## config.mk

```make
export PLATFORM = sky130hd
export DESIGN_NAME = dsi_regs_top
export DESIGN_NICKNAME = d
export VERILOG_FILES = /design/src/rtl/dsi_regs_pkg.sv /design/src/rtl/reg_bus_if.sv /design/src/rtl/dsi_regs_top.sv /design/src/rtl/dsi_irq_ctrl.sv /design/src/rtl/dsi_ctrl_regs.sv /design/src/rtl/avalon_mm_slave.sv
export SDC_FILE = /design/constraint.sdc
export NUM_CORES = 1
export LEC_CHECK = 0
export ABC_AREA = 1
export BUFFER_PORTS_ARGS = -buffer_cell sky130_fd_sc_hd__buf_4
export CORE_MARGIN = 5
export CORE_UTILIZATION = 41
export DETAILED_ROUTE_END_ITERATION = 7
export GPL_ROUTABILITY_DRIVEN = 0
export GPL_TIMING_DRIVEN = 0
export PLACE_DENSITY_LB_ADDON = 0.12
export SYNTH_ARGS = -nofsm -noshare
export SYNTH_HDL_FRONTEND = slang
export SYNTH_SLANG_ARGS = --single-unit
```

## constraint.sdc

```tcl
create_clock -name clk -period 2.5 [get_ports clk]
set_input_delay 0.75 -clock clk [delete_from_list [all_inputs] [get_ports clk]]
set_output_delay 0.75 -clock clk [all_outputs]
set_load 0.05 [all_outputs]
```

## src/rtl/dsi_regs_pkg.sv

```systemverilog
`default_nettype none

package dsi_regs_pkg;

    localparam int DATA_WIDTH    = 32;
    localparam int ADDR_WIDTH    = 5;
    localparam int TIMEOUT_WIDTH = 8;
    localparam int CMD_WIDTH     = 24;
    localparam int IRQ_EVENTS    = 5;

    // one entry per register in the map.
    typedef enum logic [2:0] {
        REG_CR,
        REG_ISR,
        REG_IER,
        REG_TR1,
        REG_TR2,
        REG_CMD
    } reg_idx_e;

    localparam logic [ADDR_WIDTH-1:0] REG_CR_OFFSET  = 5'h00;
    localparam logic [ADDR_WIDTH-1:0] REG_ISR_OFFSET = 5'h04;
    localparam logic [ADDR_WIDTH-1:0] REG_IER_OFFSET = 5'h08;
    localparam logic [ADDR_WIDTH-1:0] REG_TR1_OFFSET = 5'h0C;
    localparam logic [ADDR_WIDTH-1:0] REG_TR2_OFFSET = 5'h10;
    localparam logic [ADDR_WIDTH-1:0] REG_CMD_OFFSET = 5'h14;

    typedef enum logic [1:0] {
        RESP_OKAY   = 2'b00,
        RESP_SLVERR = 2'b10
    } avl_resp_e;

    typedef enum logic [1:0] {
        ST_IDLE,
        ST_REQ,
        ST_RELEASE,
        ST_DONE
    } slave_state_e;

    // CR field positions.
    localparam int CR_ASSEMBLER_BIT = 0;
    localparam int CR_LANES_EN_BIT  = 1;
    localparam int CR_CLK_EN_BIT    = 2;
    localparam int CR_SEND_CMD_BIT  = 3;
    localparam int CR_LANES_LSB     = 8;
    localparam int CR_LANES_WIDTH   = 2;

    // Bit order of the events, the same in ISR and IER.
    typedef enum logic [2:0] {
        EV_PIX_UNDERFLOW  = 3'd0,
        EV_LANES_READY    = 3'd1,
        EV_CLK_READY      = 3'd2,
        EV_LANES_ACTIVE   = 3'd3,
        EV_LANES_INACTIVE = 3'd4
    } irq_bit_e;

endpackage

`default_nettype wire
```

## src/rtl/reg_bus_if.sv

```systemverilog
`timescale 1ns/1ns
`default_nettype none

// internal register access link, four-phase req/ack.
interface reg_bus_if
    import dsi_regs_pkg::*;
();

    reg_idx_e              sel;
    logic                  write;
    logic [DATA_WIDTH-1:0] wdata;
    logic                  req;
    logic                  ack;
    logic [DATA_WIDTH-1:0] rdata;

    modport master (
        output sel,
        output write,
        output wdata,
        output req,
        input  ack,
        input  rdata
    );

    modport slave (
        input  sel,
        input  write,
        input  wdata,
        input  req,
        output ack,
        output rdata
    );

endinterface

`default_nettype wire

```

## src/rtl/dsi_regs_top.sv

```systemverilog
`timescale 1ns/1ns
`default_nettype none

module dsi_regs_top
    import dsi_regs_pkg::*;
#(
    parameter logic [TIMEOUT_WIDTH-1:0]  TLPX_RESET       = 8'd8,
    parameter logic [TIMEOUT_WIDTH-1:0]  HS_PREPARE_RESET = 8'd15,
    parameter logic [TIMEOUT_WIDTH-1:0]  HS_EXIT_RESET    = 8'd3,
    parameter logic [TIMEOUT_WIDTH-1:0]  HS_GO_RESET      = 8'd30,
    parameter logic [TIMEOUT_WIDTH-1:0]  HS_TRAIL_RESET   = 8'd2,
    parameter logic [CR_LANES_WIDTH-1:0] LANES_RESET      = 2'd3
) (
    input  logic                     clk,
    input  logic                     rst_n,
    output logic                     irq,
    input  logic [ADDR_WIDTH-1:0]    avl_mm_addr,
    input  logic                     avl_mm_read,
    input  logic                     avl_mm_write,
    input  logic [DATA_WIDTH-1:0]    avl_mm_writedata,
    output logic [DATA_WIDTH-1:0]    avl_mm_readdata,
    output avl_resp_e                avl_mm_response,
    output logic                     avl_mm_waitrequest,
    output logic                     packet_assembler_enable,
    output logic                     lanes_enable,
    output logic                     clk_out_enable,
    output logic                     send_cmd,
    output logic [CR_LANES_WIDTH:0]  lanes_number,
    output logic [CMD_WIDTH-1:0]     cmd_packet,
    output logic [TIMEOUT_WIDTH-1:0] tlpx_timeout,
    output logic [TIMEOUT_WIDTH-1:0] hs_prepare_timeout,
    output logic [TIMEOUT_WIDTH-1:0] hs_exit_timeout,
    output logic [TIMEOUT_WIDTH-1:0] hs_go_timeout,
    output logic [TIMEOUT_WIDTH-1:0] hs_trail_timeout,
    input  logic                     pix_buffer_underflow_set,
    input  logic                     lanes_ready_set,
    input  logic                     clk_ready_set,
    input  logic                     lanes_active
);

    logic [IRQ_EVENTS-1:0] ier;
    logic [IRQ_EVENTS-1:0] isr;
    logic [IRQ_EVENTS-1:0] isr_clear;

    reg_bus_if bus ();

    avalon_mm_slave u_avalon_mm_slave (
        .clk         (clk),
        .rst_n       (rst_n),
        .addr        (avl_mm_addr),
        .read        (avl_mm_read),
        .write       (avl_mm_write),
        .writedata   (avl_mm_writedata),
        .readdata    (avl_mm_readdata),
        .response    (avl_mm_response),
        .waitrequest (avl_mm_waitrequest),
        .bus         (bus.master)
    );

    dsi_ctrl_regs #(
        .TLPX_RESET       (TLPX_RESET),
        .HS_PREPARE_RESET (HS_PREPARE_RESET),
        .HS_EXIT_RESET    (HS_EXIT_RESET),
        .HS_GO_RESET      (HS_GO_RESET),
        .HS_TRAIL_RESET   (HS_TRAIL_RESET),
        .LANES_RESET      (LANES_RESET)
    ) u_dsi_ctrl_regs (
        .clk                     (clk),
        .rst_n                   (rst_n),
        .lanes_active            (lanes_active),
        .isr                     (isr),
        .bus                     (bus.slave),
        .ier                     (ier),
        .isr_clear               (isr_clear),
        .packet_assembler_enable (packet_assembler_enable),
        .lanes_enable            (lanes_enable),
        .clk_out_enable          (clk_out_enable),
        .send_cmd                (send_cmd),
        .lanes_number            (lanes_number),
        .cmd_packet              (cmd_packet),
        .tlpx_timeout            (tlpx_timeout),
        .hs_prepare_timeout      (hs_prepare_timeout),
        .hs_exit_timeout         (hs_exit_timeout),
        .hs_go_timeout           (hs_go_timeout),
        .hs_trail_timeout        (hs_trail_timeout)
    );

    dsi_irq_ctrl u_dsi_irq_ctrl (
        .clk                      (clk),
        .rst_n                    (rst_n),
        .pix_buffer_underflow_set (pix_buffer_underflow_set),
        .lanes_ready_set          (lanes_ready_set),
        .clk_ready_set            (clk_ready_set),
        .lanes_active             (lanes_active),
        .ier                      (ier),
        .isr_clear                (isr_clear),
        .isr                      (isr),
        .irq                      (irq)
    );

endmodule

`default_nettype wire

```

## src/rtl/dsi_irq_ctrl.sv

```systemverilog
`timescale 1ns/1ns
`default_nettype none

module dsi_irq_ctrl
    import dsi_regs_pkg::*;
(
    input  logic                  clk,
    input  logic                  rst_n,
    input  logic                  pix_buffer_underflow_set,
    input  logic                  lanes_ready_set,
    input  logic                  clk_ready_set,
    input  logic                  lanes_active,
    input  logic [IRQ_EVENTS-1:0] ier,
    input  logic [IRQ_EVENTS-1:0] isr_clear,
    output logic [IRQ_EVENTS-1:0] isr,
    output logic                  irq
);

    logic                  lanes_active_q;
    logic [IRQ_EVENTS-1:0] set_vec;

    always_ff @(posedge clk or negedge rst_n) begin
        if (!rst_n) begin
            lanes_active_q <= 1'b0;
        end else begin
            lanes_active_q <= lanes_active;
        end
    end

    always_comb begin
        set_vec                    = '0;
        set_vec[EV_PIX_UNDERFLOW]  = pix_buffer_underflow_set;
        set_vec[EV_LANES_READY]    = lanes_ready_set;
        set_vec[EV_CLK_READY]      = clk_ready_set;
        set_vec[EV_LANES_ACTIVE]   = lanes_active & ~lanes_active_q;   // rising edge.
        set_vec[EV_LANES_INACTIVE] = ~lanes_active & lanes_active_q;   // falling edge.
    end

    always_ff @(posedge clk or negedge rst_n) begin
        if (!rst_n) begin
            isr <= '0;
            irq <= 1'b0;
        end else begin
            // a clear from the host overrides an event in the same cycle.
            isr <= (isr | set_vec) & ~isr_clear;
            irq <= |(isr & ier);
        end
    end

endmodule

`default_nettype wire

```

## src/rtl/dsi_ctrl_regs.sv

```systemverilog
`timescale 1ns/1ns
`default_nettype none

module dsi_ctrl_regs
    import dsi_regs_pkg::*;
#(
    parameter logic [TIMEOUT_WIDTH-1:0]  TLPX_RESET       = 8'd8,
    parameter logic [TIMEOUT_WIDTH-1:0]  HS_PREPARE_RESET = 8'd15,
    parameter logic [TIMEOUT_WIDTH-1:0]  HS_EXIT_RESET    = 8'd3,
    parameter logic [TIMEOUT_WIDTH-1:0]  HS_GO_RESET      = 8'd30,
    parameter logic [TIMEOUT_WIDTH-1:0]  HS_TRAIL_RESET   = 8'd2,
    parameter logic [CR_LANES_WIDTH-1:0] LANES_RESET      = 2'd3
) (
    input  logic                     clk,
    input  logic                     rst_n,
    input  logic                     lanes_active,
    input  logic [IRQ_EVENTS-1:0]    isr,
    reg_bus_if.slave                 bus,
    output logic [IRQ_EVENTS-1:0]    ier,
    output logic [IRQ_EVENTS-1:0]    isr_clear,
    output logic                     packet_assembler_enable,
    output logic                     lanes_enable,
    output logic                     clk_out_enable,
    output logic                     send_cmd,
    output logic [CR_LANES_WIDTH:0]  lanes_number,
    output logic [CMD_WIDTH-1:0]     cmd_packet,
    output logic [TIMEOUT_WIDTH-1:0] tlpx_timeout,
    output logic [TIMEOUT_WIDTH-1:0] hs_prepare_timeout,
    output logic [TIMEOUT_WIDTH-1:0] hs_exit_timeout,
    output logic [TIMEOUT_WIDTH-1:0] hs_go_timeout,
    output logic [TIMEOUT_WIDTH-1:0] hs_trail_timeout
);

    logic                      access;
    logic                      wr_en;
    logic [CR_LANES_WIDTH-1:0] cr_lanes;
    logic [DATA_WIDTH-1:0]     rd_mux;

    assign access = bus.req && !bus.ack;   // first cycle of a request.
    assign wr_en  = access && bus.write;

    always_ff @(posedge clk or negedge rst_n) begin
        if (!rst_n) begin
            bus.ack <= 1'b0;
        end else begin
            bus.ack <= bus.req;   // follows req one cycle later in both directions.
        end
    end

    always_ff @(posedge clk or negedge rst_n) begin
        if (!rst_n) begin
            packet_assembler_enable <= 1'b0;
            lanes_enable            <= 1'b0;
            clk_out_enable          <= 1'b0;
            send_cmd                <= 1'b0;
            cr_lanes                <= LANES_RESET;
            ier                     <= '0;
            tlpx_timeout            <= TLPX_RESET;
            hs_prepare_timeout      <= HS_PREPARE_RESET;
            hs_exit_timeout         <= HS_EXIT_RESET;
            hs_go_timeout           <= HS_GO_RESET;
            hs_trail_timeout        <= HS_TRAIL_RESET;
            cmd_packet              <= '0;
        end else begin
            if (wr_en && bus.sel == REG_CR) begin
                packet_assembler_enable <= bus.wdata[CR_ASSEMBLER_BIT];
                lanes_enable            <= bus.wdata[CR_LANES_EN_BIT];
                clk_out_enable          <= bus.wdata[CR_CLK_EN_BIT];
                send_cmd                <= bus.wdata[CR_SEND_CMD_BIT];
                cr_lanes                <= bus.wdata[CR_LANES_LSB +: CR_LANES_WIDTH];
            end else if (lanes_active) begin
                send_cmd <= 1'b0;   // the command went out once the lanes are up.
            end
            if (wr_en && bus.sel == REG_IER) ier <= bus.wdata[IRQ_EVENTS-1:0];
            if (wr_en && bus.sel == REG_TR1) begin
                tlpx_timeout       <= bus.wdata[23:16];
                hs_prepare_timeout <= bus.wdata[15:8];
                hs_exit_timeout    <= bus.wdata[7:0];
            end
            if (wr_en && bus.sel == REG_TR2) begin
                hs_go_timeout    <= bus.wdata[15:8];
                hs_trail_timeout <= bus.wdata[7:0];
            end
            if (wr_en && bus.sel == REG_CMD) cmd_packet <= bus.wdata[CMD_WIDTH-1:0];
        end
    end

    // the flags themselves live in the interrupt controller.
    assign isr_clear = (wr_en && bus.sel == REG_ISR) ? bus.wdata[IRQ_EVENTS-1:0] : '0;

    // the field holds the lane count minus one.
    assign lanes_number = {1'b0, cr_lanes} + 1'b1;

    always_comb begin
        rd_mux = '0;   // reserved bits read as zero.
        case (bus.sel)
            REG_CR: begin
                rd_mux[CR_ASSEMBLER_BIT]                = packet_assembler_enable;
                rd_mux[CR_LANES_EN_BIT]                 = lanes_enable;
                rd_mux[CR_CLK_EN_BIT]                   = clk_out_enable;
                rd_mux[CR_SEND_CMD_BIT]                 = send_cmd;
                rd_mux[CR_LANES_LSB +: CR_LANES_WIDTH]  = cr_lanes;
            end
            REG_ISR: rd_mux[IRQ_EVENTS-1:0] = isr;
            REG_IER: rd_mux[IRQ_EVENTS-1:0] = ier;
            REG_TR1: rd_mux[23:0] = {tlpx_timeout, hs_prepare_timeout, hs_exit_timeout};
            REG_TR2: rd_mux[15:0] = {hs_go_timeout, hs_trail_timeout};
            REG_CMD: rd_mux[CMD_WIDTH-1:0] = cmd_packet;
            default: rd_mux = '0;
        endcase
    end

    always_ff @(posedge clk) begin
        if (access) bus.rdata <= rd_mux;
    end

    // ack comes up only while the master still holds its request.
    a_ack_needs_req: assert property (
        @(posedge clk) disable iff (!rst_n)
        $rose(bus.ack) |-> bus.req
    );

endmodule

`default_nettype wire

```

## src/rtl/avalon_mm_slave.sv

```systemverilog
`timescale 1ns/1ns
`default_nettype none

module avalon_mm_slave
    import dsi_regs_pkg::*;
(
    input  logic                  clk,
    input  logic                  rst_n,
    input  logic [ADDR_WIDTH-1:0] addr,
    input  logic                  read,
    input  logic                  write,
    input  logic [DATA_WIDTH-1:0] writedata,
    output logic [DATA_WIDTH-1:0] readdata,
    output avl_resp_e             response,
    output logic                  waitrequest,
    reg_bus_if.master             bus
);

    slave_state_e          state;
    reg_idx_e              dec_sel;
    logic                  dec_err;
    reg_idx_e              sel_q;
    logic [DATA_WIDTH-1:0] wdata_q;
    logic                  write_q;
    logic                  err_q;
    logic                  start;

    assign start = read | write;   // the host holds these until waitrequest drops.

    always_comb begin
        dec_sel = REG_CR;
        dec_err = 1'b0;
        case (addr)
            REG_CR_OFFSET:  dec_sel = REG_CR;
            REG_ISR_OFFSET: dec_sel = REG_ISR;
            REG_IER_OFFSET: dec_sel = REG_IER;
            REG_TR1_OFFSET: dec_sel = REG_TR1;
            REG_TR2_OFFSET: dec_sel = REG_TR2;
            REG_CMD_OFFSET: dec_sel = REG_CMD;
            default:        dec_err = 1'b1;   // unaligned or beyond the map.
        endcase
    end

    always_ff @(posedge clk or negedge rst_n) begin
        if (!rst_n) begin
            state   <= ST_IDLE;
            write_q <= 1'b0;
            err_q   <= 1'b0;
        end else begin
            case (state)
                ST_IDLE: begin
                    if (start) begin
                        write_q <= write;
                        err_q   <= dec_err;
                        // an unmapped access never reaches the bank.
                        state   <= dec_err ? ST_DONE : ST_REQ;
                    end
                end
                ST_REQ:     if (bus.ack) state <= ST_RELEASE;
                ST_RELEASE: if (!bus.ack) state <= ST_DONE;
                default:    state <= ST_IDLE;
            endcase
        end
    end

    always_ff @(posedge clk) begin
        if (state == ST_IDLE && start) begin
            sel_q   <= dec_sel;
            wdata_q <= writedata;
        end
    end

    assign bus.req   = (state == ST_REQ);
    assign bus.sel   = sel_q;
    assign bus.write = write_q;
    assign bus.wdata = wdata_q;

    // The bank holds rdata until the next request, so it is still valid in ST_DONE.
    assign waitrequest = (state != ST_DONE);
    assign readdata    = (state == ST_DONE && !err_q && !write_q) ? bus.rdata : '0;
    assign response    = (state == ST_DONE && err_q) ? RESP_SLVERR : RESP_OKAY;

    // a new request must wait for the previous ack to fall.
    a_req_after_ack_low: assert property (
        @(posedge clk) disable iff (!rst_n)
        $rose(bus.req) |-> !bus.ack
    );

    a_req_held: assert property (
        @(posedge clk) disable iff (!rst_n)
        (bus.req && !bus.ack) |=> bus.req
    );

endmodule

`default_nettype wire

```

# Word level (Yosys, flattened, before mapping)
# Cells that the tools add are included.
# totals
regBits	138
in_bits	45
out_inout_bits	107
elab_cells	90
# classes
add_sub_neg	1
n_eq_ne	17
n_mux	18
bitwise_logic	9
n_reduce_logical	23
# op_table
op	count
$mux 24	1
$pmux 4 s6	1
$pmux 6 s3	1
$pmux 8 s2	1
$pmux 3 s5	1
$logic_and 1x1->1	12
$and 5x5->5	2
$eq 5x4->1 const B	2
$eq 5x5->1 const B	2
$mux 2	5
$pmux 3 s3	1
$pmux 2 s4	1
$eq 3x2->1 const B	2
$eq 3x3->1 const B	2
$ne 2x2->1 const B	3
$pmux 2 s3	1
$reduce_or 6->1	1
$eq 5x3->1 const B	1
$logic_not 5->1	1
$mux 5	1
$not 5->5	1
$or 5x5->5	1
$pmux 1 s5	1
$reduce_or 5->1	1
other kinds (15)	22

# Logic depth before layout (Yosys ltp)
# Gate-level depths: netlist (run 1).
# logic_depth
depth_word	7
mapped_depth	9

# By module
# Synthesis (run 1) repeated with hierarchy kept, for this count alone.
# hier_totals
hier_cells	692
area_unflattened_um2	6543.8
# modules_own_cells
mod	n_inst	cells_each	area_each_um2
dsi_ctrl_regs	1	505	4525.6
avalon_mm_slave	1	157	1755.4
dsi_irq_ctrl	1	30	262.8

# Least setup slack after synthesis (run 1)
# No wires, ideal clock.
# synth_path
path_type	in2reg
start	in avl_mm_read
end	reg u_avalon_mm_slave.sel_q[0] (netlist: u_avalon_mm_slave.bus.sel[0]) (enable)
arrival_ns	2.250
t_required_ns	2.076
path_slack_ns	-0.174
cell_stages	2
path_cell_list	inv_1 a21oi_1
# synth_via
elab_chain_len	2
# synth_lines
item	line_no	text
start: declaration	dsi_regs_top.sv:18	input logic avl_mm_read,
$or 1x1->1	avalon_mm_slave.sv:28	assign start = read | write;
$logic_and 1x1->1	avalon_mm_slave.sv:67	if (state == ST_IDLE && start) begin
end signal: assignment	avalon_mm_slave.sv:68	sel_q <= dec_sel;
end: declaration	avalon_mm_slave.sv:22	reg_idx_e sel_q;
# No other way between the ends.
# A chain may end at the register's enable or synchronous reset.

# Final worst setup path (run 1)
# layout_path
start	reg u_avalon_mm_slave.state[0]
end	out avl_mm_readdata[17]
# layout_via
elab_chain_len	4
# layout_lines
item	line_no	text
start: declaration	avalon_mm_slave.sv:19	slave_state_e state;
start signal: assignment	avalon_mm_slave.sv:56	state <= dec_err ? ST_DONE : ST_REQ;
$eq 2x2->1	avalon_mm_slave.sv:80	assign readdata = (state == ST_DONE && !err_q && !write_q) ? bus.rdata : '0;
$logic_and 1x1->1 (2 in a row)	avalon_mm_slave.sv:80	
$mux 24	avalon_mm_slave.sv:80	
end: declaration	dsi_regs_top.sv:21	output logic [DATA_WIDTH-1:0] avl_mm_readdata,
# No other way between the ends.

==> summary.txt, run 1 <==
STA
  – Final hold violations: 0
  – Fmax: 0.4136 GHz
  – Final setup fails: 0
  – Slew Limit Fails: 0
  – Period Utilization, post-route: 96.71%
  – RSZ-0062 raised after global routing: no
  – Final min period: 2418 ps
  – Least-Margin Pin Slew: 1143 ps
  – Slew headroom: 23.79%
  – Worst Clk Skew: 7.767 ps
  – Final setup margin: 82.30 ps
  – Worst hold slack: 441.9 ps

Yosys
  – Fraction of registers with async set/reset: 63.04%
  – Synthesized area: 5874 um^2
  – Post-synth top area share: 31.10%
  – Post-synth EDFFs: 51
  – Syn avg cell area: 9.475 um^2
  – Netlist cell types: 23
  – Yosys reg bits: 138
  – Synthesized instance count: 620
  – Sequential share of the synthesized area: 63.43%
  – Top post-synthesis cells by count: 180 x nand2_1, 82 x inv_1, 73 x dfrtp_1
  – Area leader, netlist: dfrtp_1
  – Most frequent cell after synthesis: nand2_1
  – Synth Flop Type: dfrtp_1
  – Warnings from Yosys: 0
  – Synth area leaders: dfrtp_1 31%, edfxtp_1 26%, nand2_1 12%

Outcome
  – Status: completed

Global routing
  – Initial antenna violation count: 0
  – Number of global-route vias before repair: 4689
  – Gr usage total: 19.90%
  – Pin count of the biggest net entering global routing: 88
  – Grt ovf: 0
  – First-pass GRT wire length: 25140 um

Drt
  – Metal2 WL: 7962 um
  – Via count: 4722
  – First drt pass iteration count: 5
  – DR WL met3: 1022 um
  – Max layer used: met4
  – WL/cell: 16.66 um
  – Post-DRT Antenna Nets: 0
  – Routed WL: 16310 um
  – DRC: 0
  – Met1 wire length: 6980 um
  – Routed vias/inst: 4.823
  – Initial detailed-routing violation count: 252

Final layout
  – Fin cells: 979
  – Final Net Count: 837
  – Multi-input logic area: 1720 um^2
  – Area added between synthesis and finish: 34.04%
  – Storage cell area: 3726 um^2
  – ANT cells: 0
  – Layout cells sized above 1: 28.79%
  – Post-layout util: 56.29%
  – Fill cells: 1287

Placement
  – DP Worst Slack: -125.1 ps
  – Post-Place Cells: 943
  – Port Buffer Count: 134
  – Hpwl dp: 11380 um

Clocking
  – CTS Root Cell: clkbuf_16
  – Clk_lat worst skew: 410 ps
  – Clock Path Buffers: 2
  – CTS tree: done
  – H-Tree Depth: 4
  – Cts hold-fix bufs: 0
  – Clk sinks: 138
  – Reg clk slew, reported paths: 60 ps
  – Num CTS Buffers: 17

Power and ir drop
  – Power Density: 1273 nW/um^2
  – Max IR drop VDD: 0.5213 mV
  – Leakage: 3.873 nW

Floorplan
  – Die Ht: 129.7 um
  – Initial Util: 41.99%
  – Core ar.: 13990 um^2
  – Die Footprint: 16820 um^2
  – Top-Level Pins: 152
  – Horiz. Die Dim: 129.7 um
  – Floorplan row count: 43

Worst setup path
  – End of the worst register-to-register path: u_dsi_irq_ctrl.isr[2]
  – CP endpoint kind: output port
  – Cells on worst reg2reg path: 7
  – Max Fanout on Critical Path: 10
  – Worst reg2reg path startpoint: u_avalon_mm_slave.state[0]
  – Startpoint types: flip-flop
  – Worst Path Required: 1750 ps
  – Critical path type: flip-flop to output port
  – R2r setup slk: 290 ps
  – Arrival time worst endpoint: 1670 ps

Min path
  – WHS Path Cells: 1
  – Hold path start: u_avalon_mm_slave.bus.wdata[0]
  – Hold Crit Class: flip-flop to flip-flop
  – WHS Endpoint: u_dsi_irq_ctrl.isr[0]

Run
  – MaxCap Viol Count: 0
## through the flow
stage               power [mW]  instance area (um^2)  TNS (ps)
floorplan                6.215                  5908         0
global placement         7.476                  7139    -11300
detailed placement       7.600                  7167     -1173
CTS                      10.07                  7839    -31.94
global route             10.55                  7874         0
finish                   10.03                  7874         0
## logic make-up (layout without fill, tap and decap cells)
family                   after synthesis  in the layout  share of synthesized area, %
AO/OA/AOI/OAI                         89             89                         7.838
other                                  1              9                       0.06384
buffers and inverters                117            288                         8.712
adder cells (fa/ha/maj)                6              6                         1.278
AND/OR/NAND/NOR                      269            269                         18.68
flip-flops                           138            138                         63.43
## final cells by class
type                    count  area share, %
repair buffers            139          13.94
plain buffers              33          2.781
multi-input cells         373          21.85
clock inverters            11          1.224
well taps                 180          2.860
clock buffers              21          5.975
flip-flops and latches    138          47.32
inverters                  84          4.052
## metal layers
layer  up-vias  GRT usage [%]
li1       2305              -
met1      2236          26.11
met2       154          32.30
met3        27          4.707
met4         0          7.579
met5         -              0
## worst max path at each step
stage	startpoint	endpoint	slack (ps)	cells after the start
final	u_avalon_mm_slave.state[0]	avl_mm_readdata[17]	80	5
after global routing	u_avalon_mm_slave.state[0]	avl_mm_readdata[21]	4	5
after CTS	u_avalon_mm_slave.state[1]	avl_mm_readdata[20]	-10	5
after detailed placement	u_avalon_mm_slave.state[0]	avl_mm_readdata[17]	-130	5
after global placement	avl_mm_write	u_avalon_mm_slave.bus.wdata[14]	-380	3
after floorplan	u_avalon_mm_slave.state[0]	avl_mm_readdata[10]	130	4
## flip-flops by register name, indices dropped and copies added, names as in the netlist, 5 cells and up
register,count
u_dsi_ctrl_regs.tlpx_timeout,8
u_dsi_irq_ctrl.isr,5
u_dsi_ctrl_regs.hs_go_timeout,8
u_avalon_mm_slave.bus.wdata,24
u_dsi_ctrl_regs.hs_trail_timeout,8
u_dsi_ctrl_regs.hs_exit_timeout,8
u_dsi_ctrl_regs.cmd_packet,24
u_dsi_ctrl_regs.hs_prepare_timeout,8
u_dsi_ctrl_regs.ier,5
u_dsi_ctrl_regs.bus.rdata,24
## what timing repair did
action,CTS,global route
gates resized for setup,21,11
buffers inserted,3,1
setup endpoints to repair,29,19
## power by group
part / internal [mW] / switching, mW
logic: 1.12 / 2.85
clock network: 1.44 / 0.927
registers: 3.21 / 0.488
## cell usage in the layout (no fill, tap or decap)
cell	instances
a21oi_4	1
clkbuf_8	3
nor2_4	1
clkbuf_1	9
buf_8	2
nor3_1	1
nor2_2	7
nor3_4	1
edfxtp_1	51
buf_12	1
a21oi_1	7
nor2_1	41
nand2_1	180
buf_4	137
dfstp_2	14
o21ai_0	61
nand3_1	22
buf_6	14
buf_2	10
bufinv_16	1
clkinv_4	3
nand2_2	1
nand4_1	14
inv_2	3
o21ai_2	4
clkinvlp_4	3
ha_4	1
clkbuf_16	17
ha_1	5
dfrtp_1	73
conb_1	9
o21ai_1	16
clkinv_2	5
inv_1	80
nand3_4	1
## critical path, stage by stage, from the launching register on
cell     delay [ps]
dfrtp_1         410
ha_4            180
nand3_4         160
buf_8           200
nor2_2          130
buf_6           180
No activity file was read; power rests on OpenSTA's default activity.
==> run 2, diff against run 1 <==
CORE_UTILIZATION = 35   (was 41)
==> summary.txt, run 2 (synthesis results as in run 1) <==
Drt
  – DRC: 0 (unchanged)
  – Routed WL: 17000 um (+4.2%)
  – Initial detailed-routing violation count: 291 (+15%)
  – Routed vias/inst: 4.583 (-5.0%)
  – WL/cell: 16.67 um (about the same)
  – Via count: 4675 (-1.0%)
  – Post-DRT Antenna Nets: 0 (unchanged)
  – First drt pass iteration count: 4 (-1)

Placement
  – Placed Area: 7224 um^2 (+0.80%)
  – Port Buffer Count: 134 (unchanged)
  – Hpwl dp: 11840 um (+4.1%)
  – DP Worst Slack: -183.0 ps (-57.88 ps)

Clocking
  – Clk_lat worst skew: 420 ps (about the same)
  – Cts hold-fix bufs: 0 (unchanged)
  – H-Tree Depth: 4 (unchanged)
  – CTS Root Cell: clkbuf_16
  – Reg clk slew, reported paths: 60 ps (about the same)
  – Clk sinks: 138 (unchanged)
  – Clock Path Buffers: 2 (unchanged)
  – CTS tree: done
  – Num CTS Buffers: 17 (unchanged)

Final layout
  – Area added between synthesis and finish: 33.67%
  – Final Net Count: 838 (+0.12%)
  – Most frequent cells in the layout: 179 x nand2_1, 143 x buf_4, 80 x inv_1, 72 x dfrtp_1, 61 x o21ai_0
  – Layout cells sized above 1: 27.63% (-1.2 points)
  – Post-layout util: 47.52% (-8.8 points)
  – Fill cells: 1598 (+24%)
  – ANT cells: 0 (unchanged)
  – Most common cell after layout, fill and taps aside: nand2_1
  – Finished Cell Area: 7853 um^2 (-0.27%)

Floorplan
  – Horiz. Die Dim: 139.6 um (+7.6%)
  – Floorplan row count: 47 (+9.3%)
  – Die Ht: 139.6 um (+7.6%)
  – Die Footprint: 19470 um^2 (+16%)
  – Top-Level Pins: 152 (unchanged)
  – Core ar.: 16520 um^2 (+18%)
  – Initial Util: 35.55% (-6.4 points)

STA
  – Slew headroom: 22.27% (-1.5 points)
  – Final min period: 2417 ps (-0.5324 ps)
  – Fmax: 0.4137 GHz (about the same)
  – Period Utilization, post-route: 96.69% (about the same)
  – Final hold violations: 0 (unchanged)
  – Worst Clk Skew: 11.83 ps (+4.062 ps)
  – Final setup fails: 0 (unchanged)
  – Setup TNS: 0 ps (unchanged)
  – Least-Margin Pin Slew: 1166 ps (+22.86 ps)
  – Slew Limit Fails: 0 (unchanged)
  – Final setup margin: 82.84 ps (+0.5324 ps)
  – Worst hold slack: 443.2 ps (+1.279 ps)

Global routing
  – First-pass GRT wire length: 26330 um (+4.8%)
  – Number of global-route vias before repair: 4719 (+0.64%)
  – Gr usage total: 17.50% (-2.4 points)
  – Grt ovf: 0 (unchanged)
  – Pin count of the biggest net entering global routing: 88 (unchanged)
  – Initial antenna violation count: 0 (unchanged)

Power and ir drop
  – Leakage: 3.848 nW (-0.66%)
  – Max IR drop VDD: 0.5353 mV (+2.7%)
  – Power Density: 1255 nW/um^2 (-1.5%)

Outcome
  – Status: completed

Worst setup path
  – Max Fanout on Critical Path: 10 (unchanged)
  – Arrival time worst endpoint: 1670 ps (about the same)
  – R2r setup slk: 250 ps (-40 ps)
  – CP endpoint kind: output port
  – CP max stage cell: dfrtp_1
  – Startpoint types: flip-flop
  – Worst Path Required: 1750 ps (about the same)
  – Critical Path, Cell by Cell: ha_4 > nand3_4 > clkbuf_16 > nor2_1 > buf_4
  – Crit-path max cell delay: 400 ps (about the same)
  – Critical path type: flip-flop to output port

Run
  – MaxCap Viol Count: 0 (unchanged)

Min path
  – Hold Crit Class: flip-flop to flip-flop
## run 2: timing repair
item                       CTS  global route
resized for setup           15            11
pin swaps                    0             1
setup endpoints to repair   29            22
setup buffers                4             1
## run 2: worst paths after layout
path	from	to	depth (start not counted)
worst max-delay path	u_avalon_mm_slave.state[0]	avl_mm_readdata[19]	5
worst min-delay path	u_avalon_mm_slave.bus.wdata[2]	u_dsi_irq_ctrl.isr[2]	1
worst max register to register	u_avalon_mm_slave.state[0]	u_dsi_irq_ctrl.isr[3]	8
worst min register to register	u_avalon_mm_slave.bus.wdata[2]	u_dsi_irq_ctrl.isr[2]	1
max in group asynchronous	rst_n	u_dsi_ctrl_regs.cmd_packet[23]	1
min in group asynchronous	rst_n	u_avalon_mm_slave.state[1]	1
## run 2: stage by stage
step | power (mW) | instances
global placement | 7.511 | 982
CTS | 9.904 | 1019
global route | 10.36 | 1020
finish | 9.854 | 1020
detailed placement | 7.632 | 983
floorplan | 6.215 | 628
## run 2: worst max-delay path: cells and delay by family, from the launching register on
family | cells | cell delay, ps
adders and majority gates | 1 | 180
and+or+nand+nor | 2 | 240
DFF | 1 | 400
buffers and inverters | 2 | 430
## run 2: cell type report
| class | instances | area, um^2 | share of cell area (%) |
|---|---|---|---|
| multi-input combinational | 373 | 1715 | 21.85 |
| clock buffer | 28 | 476.7 | 6.071 |
| tap | 220 | 275.3 | 3.505 |
| sequential | 138 | 3727 | 47.47 |
| inverter | 84 | 319.1 | 4.063 |
| clock inverter | 4 | 20.02 | 0.2549 |
| timing repair buffer | 140 | 1094 | 13.93 |
| buffer | 33 | 225.2 | 2.868 |
## run 2: power breakdown
group          total [mW]  internal (mW)  leakage [nW]  switching (mW)
Clock                2.17           1.29         0.244           0.880
Combinational        4.00           1.13          2.03            2.87
Sequential           3.69           3.21          1.57           0.480
Total                9.85           5.63          3.85            4.23
## run 2: layer usage
metal | GRT usage [%] | vias up | wire [um]
li1 | - | 2294 | -
met1 | 23.12 | 2257 | 7579
met2 | 28.35 | 114 | 8382
met3 | 4.631 | 10 | 867
met4 | 5.507 | 0 | 170
met5 | 0 | - | 0
==> run 3, diff against run 2 <==
REMOVE_ABC_BUFFERS = 1   (was unset)
==> summary.txt, run 3 (synthesis results as in run 1) <==
Worst setup path
  – Critical path type: flip-flop to output port
  – Top delay family on crit path: flip-flops
  – Arrival time worst endpoint: 1690 ps (+20 ps)
  – Worst Path Required: 1750 ps (about the same)
  – R2r setup slk: 220 ps (-30 ps)
  – CP max stage cell: dfrtp_2
  – End of the worst register-to-register path: u_dsi_ctrl_regs.cmd_packet[15]
  – Crit-path max cell delay: 430 ps (+30 ps)
  – Worst reg2reg path startpoint: u_avalon_mm_slave.bus.sel[1]
  – Buf/Inv on CP: 2 (unchanged)
  – Max Fanout on Critical Path: 12 (+2)
  – CP endpoint kind: output port
  – Cells on worst reg2reg path: 5 (-3)
  – Startpoint types: flip-flop
  – Critical Path, Cell by Cell: ha_4 > nand3_4 > buf_12 > nor2_1 > buf_4

Clocking
  – Clk_lat worst skew: 420 ps (about the same)
  – CTS tree: done
  – H-Tree Depth: 4 (unchanged)
  – Num CTS Buffers: 17 (unchanged)
  – Reg clk slew, reported paths: 60 ps (about the same)
  – Clk sinks: 138 (unchanged)
  – CTS Root Cell: clkbuf_16
  – Clock Path Buffers: 2 (unchanged)

Global routing
  – Gr usage total: 16.77% (-0.73 points)
  – Initial antenna violation count: 0 (unchanged)
  – Number of global-route vias before repair: 4588 (-2.8%)
  – Pin count of the biggest net entering global routing: 88 (unchanged)
  – First-pass GRT wire length: 25250 um (-4.1%)
  – Grt ovf: 0 (unchanged)

Drt
  – Routed WL: 16190 um (-4.8%)
  – Via count: 4557 (-2.5%)
  – Initial detailed-routing violation count: 272 (-6.5%)
  – DRC: 0 (unchanged)
  – Routed vias/inst: 4.622 (+0.84%)
  – Post-DRT Antenna Nets: 0 (unchanged)
  – First drt pass iteration count: 5 (+1)
  – WL/cell: 16.42 um (-1.5%)

Floorplan
  – Core ar.: 16520 um^2 (unchanged)
  – Top-Level Pins: 152 (unchanged)
  – Die Ht: 139.6 um (unchanged)
  – Floorplan row count: 47 (unchanged)
  – Die Footprint: 19470 um^2 (unchanged)
  – Horiz. Die Dim: 139.6 um (unchanged)
  – Initial Util: 35.55% (unchanged)

STA
  – Final min period: 2440 ps (+22.34 ps)
  – Worst Clk Skew: 9.270 ps (-2.559 ps)
  – Period Utilization, post-route: 97.58% (+0.89 points)
  – Final hold violations: 0 (unchanged)
  – RSZ-0062 raised after global routing: yes
  – Slew headroom: 25.50% (+3.2 points)
  – Slew Limit Fails: 0 (unchanged)
  – Fmax: 0.4099 GHz (-0.92%)
  – Final setup margin: 60.49 ps (-22.34 ps)
  – Setup TNS: 0 ps (unchanged)
  – Least-Margin Pin Slew: 1117 ps (-48.52 ps)
  – Final setup fails: 0 (unchanged)

Power and ir drop
  – Total chip power: 10.16 mW (+3.1%)
  – Power Density: 1307 nW/um^2 (+4.2%)
  – Leakage: 3.749 nW (-2.6%)
  – Max IR drop VDD: 0.6651 mV (+24%)

Final layout
  – Layout cells sized above 1: 26.37% (-1.3 points)
  – Finished Cell Area: 7770 um^2 (-1.1%)
  – Multi-input logic area: 1762 um^2 (+2.7%)
  – Fill cells: 1643 (+2.8%)
  – Post-layout util: 47.02% (-0.50 points)
  – Most common cell after layout, fill and taps aside: nand2_1
  – Storage cell area: 3727 um^2 (unchanged)
  – Final Net Count: 804 (-4.1%)
  – Area added between synthesis and finish: 32.27%
  – ANT cells: 0 (unchanged)
  – Most frequent cells in the layout: 178 x nand2_1, 127 x buf_4, 77 x inv_1, 72 x dfrtp_1, 61 x o21ai_0

Placement
  – Hpwl dp: 10300 um (-13%)
  – Port Buffer Count: 134 (unchanged)
  – DP Worst Slack: -682.1 ps (-499.2 ps)
  – Placed Area: 7023 um^2 (-2.8%)

Min path
  – WHS Endpoint: u_dsi_irq_ctrl.isr[1]
  – Hold path start: u_avalon_mm_slave.bus.wdata[1]
  – Hold Crit Class: flip-flop to flip-flop
  – WHS Path Cells: 1 (unchanged)

Outcome
  – Status: completed

Run
  – MaxCap Viol Count: 0 (unchanged)
-- run 3: area by class of cell --
class | instances | share of cell area [%]
clock buffer | 23 | 5.894
clock inverter | 9 | 1.578
inverter | 84 | 4.251
multi-input combinational | 374 | 22.67
sequential | 138 | 47.97
tap | 220 | 3.543
timing repair buffer | 138 | 14.09
-- run 3: through the flow --
| step | std cells | hold WS (ps) |
|---|---|---|
| after floorplan | 595 | 423.0 |
| after global placement | 949 | 436.4 |
| after detailed placement | 950 | 441.1 |
| after global routing | 986 | 432.2 |
| final | 986 | 444.0 |
| after CTS | 986 | 434.0 |
-- run 3: repair_timing --
action / 4_1_cts / 5_1_grt
gates cloned: 1 / 0
pin swaps: 2 / 0
hold buffers: 0 / 0
resized for setup: 15 / 15
hold endpoints to repair: 0 / 0
endpoints found under the setup margin: 93 / 49
setup buffers: 3 / 0
-- run 3: worst max path at each step --
stage,from,end,cells after the start,slack (ps)
floorplan,avl_mm_read,u_avalon_mm_slave.bus.sel[0],2,-170
global placement,avl_mm_read,u_avalon_mm_slave.bus.write,4,-1480
detailed placement,u_avalon_mm_slave.bus.sel[1],u_dsi_ctrl_regs.tlpx_timeout[2],4,-680
CTS,u_avalon_mm_slave.state[0],avl_mm_readdata[15],5,2
global route,u_avalon_mm_slave.state[0],avl_mm_readdata[6],4,-30
finish,u_avalon_mm_slave.state[0],avl_mm_readdata[16],5,60
-- run 3: power by group --
part | leakage [nW] | internal (mW) | switching [mW] | total [mW]
logic | 1.90 | 1.06 | 2.86 | 3.93
registers | 1.57 | 3.21 | 0.512 | 3.72
clock network | 0.278 | 1.59 | 0.924 | 2.51
-- run 3: metal layers --
layer,vias to the layer above,GRT usage [%],wire length [um]
met5,-,0,0
met4,0,5.354,212
met3,16,3.911,841
met2,133,27.89,8016
met1,2175,21.82,7121
li1,2233,-,-
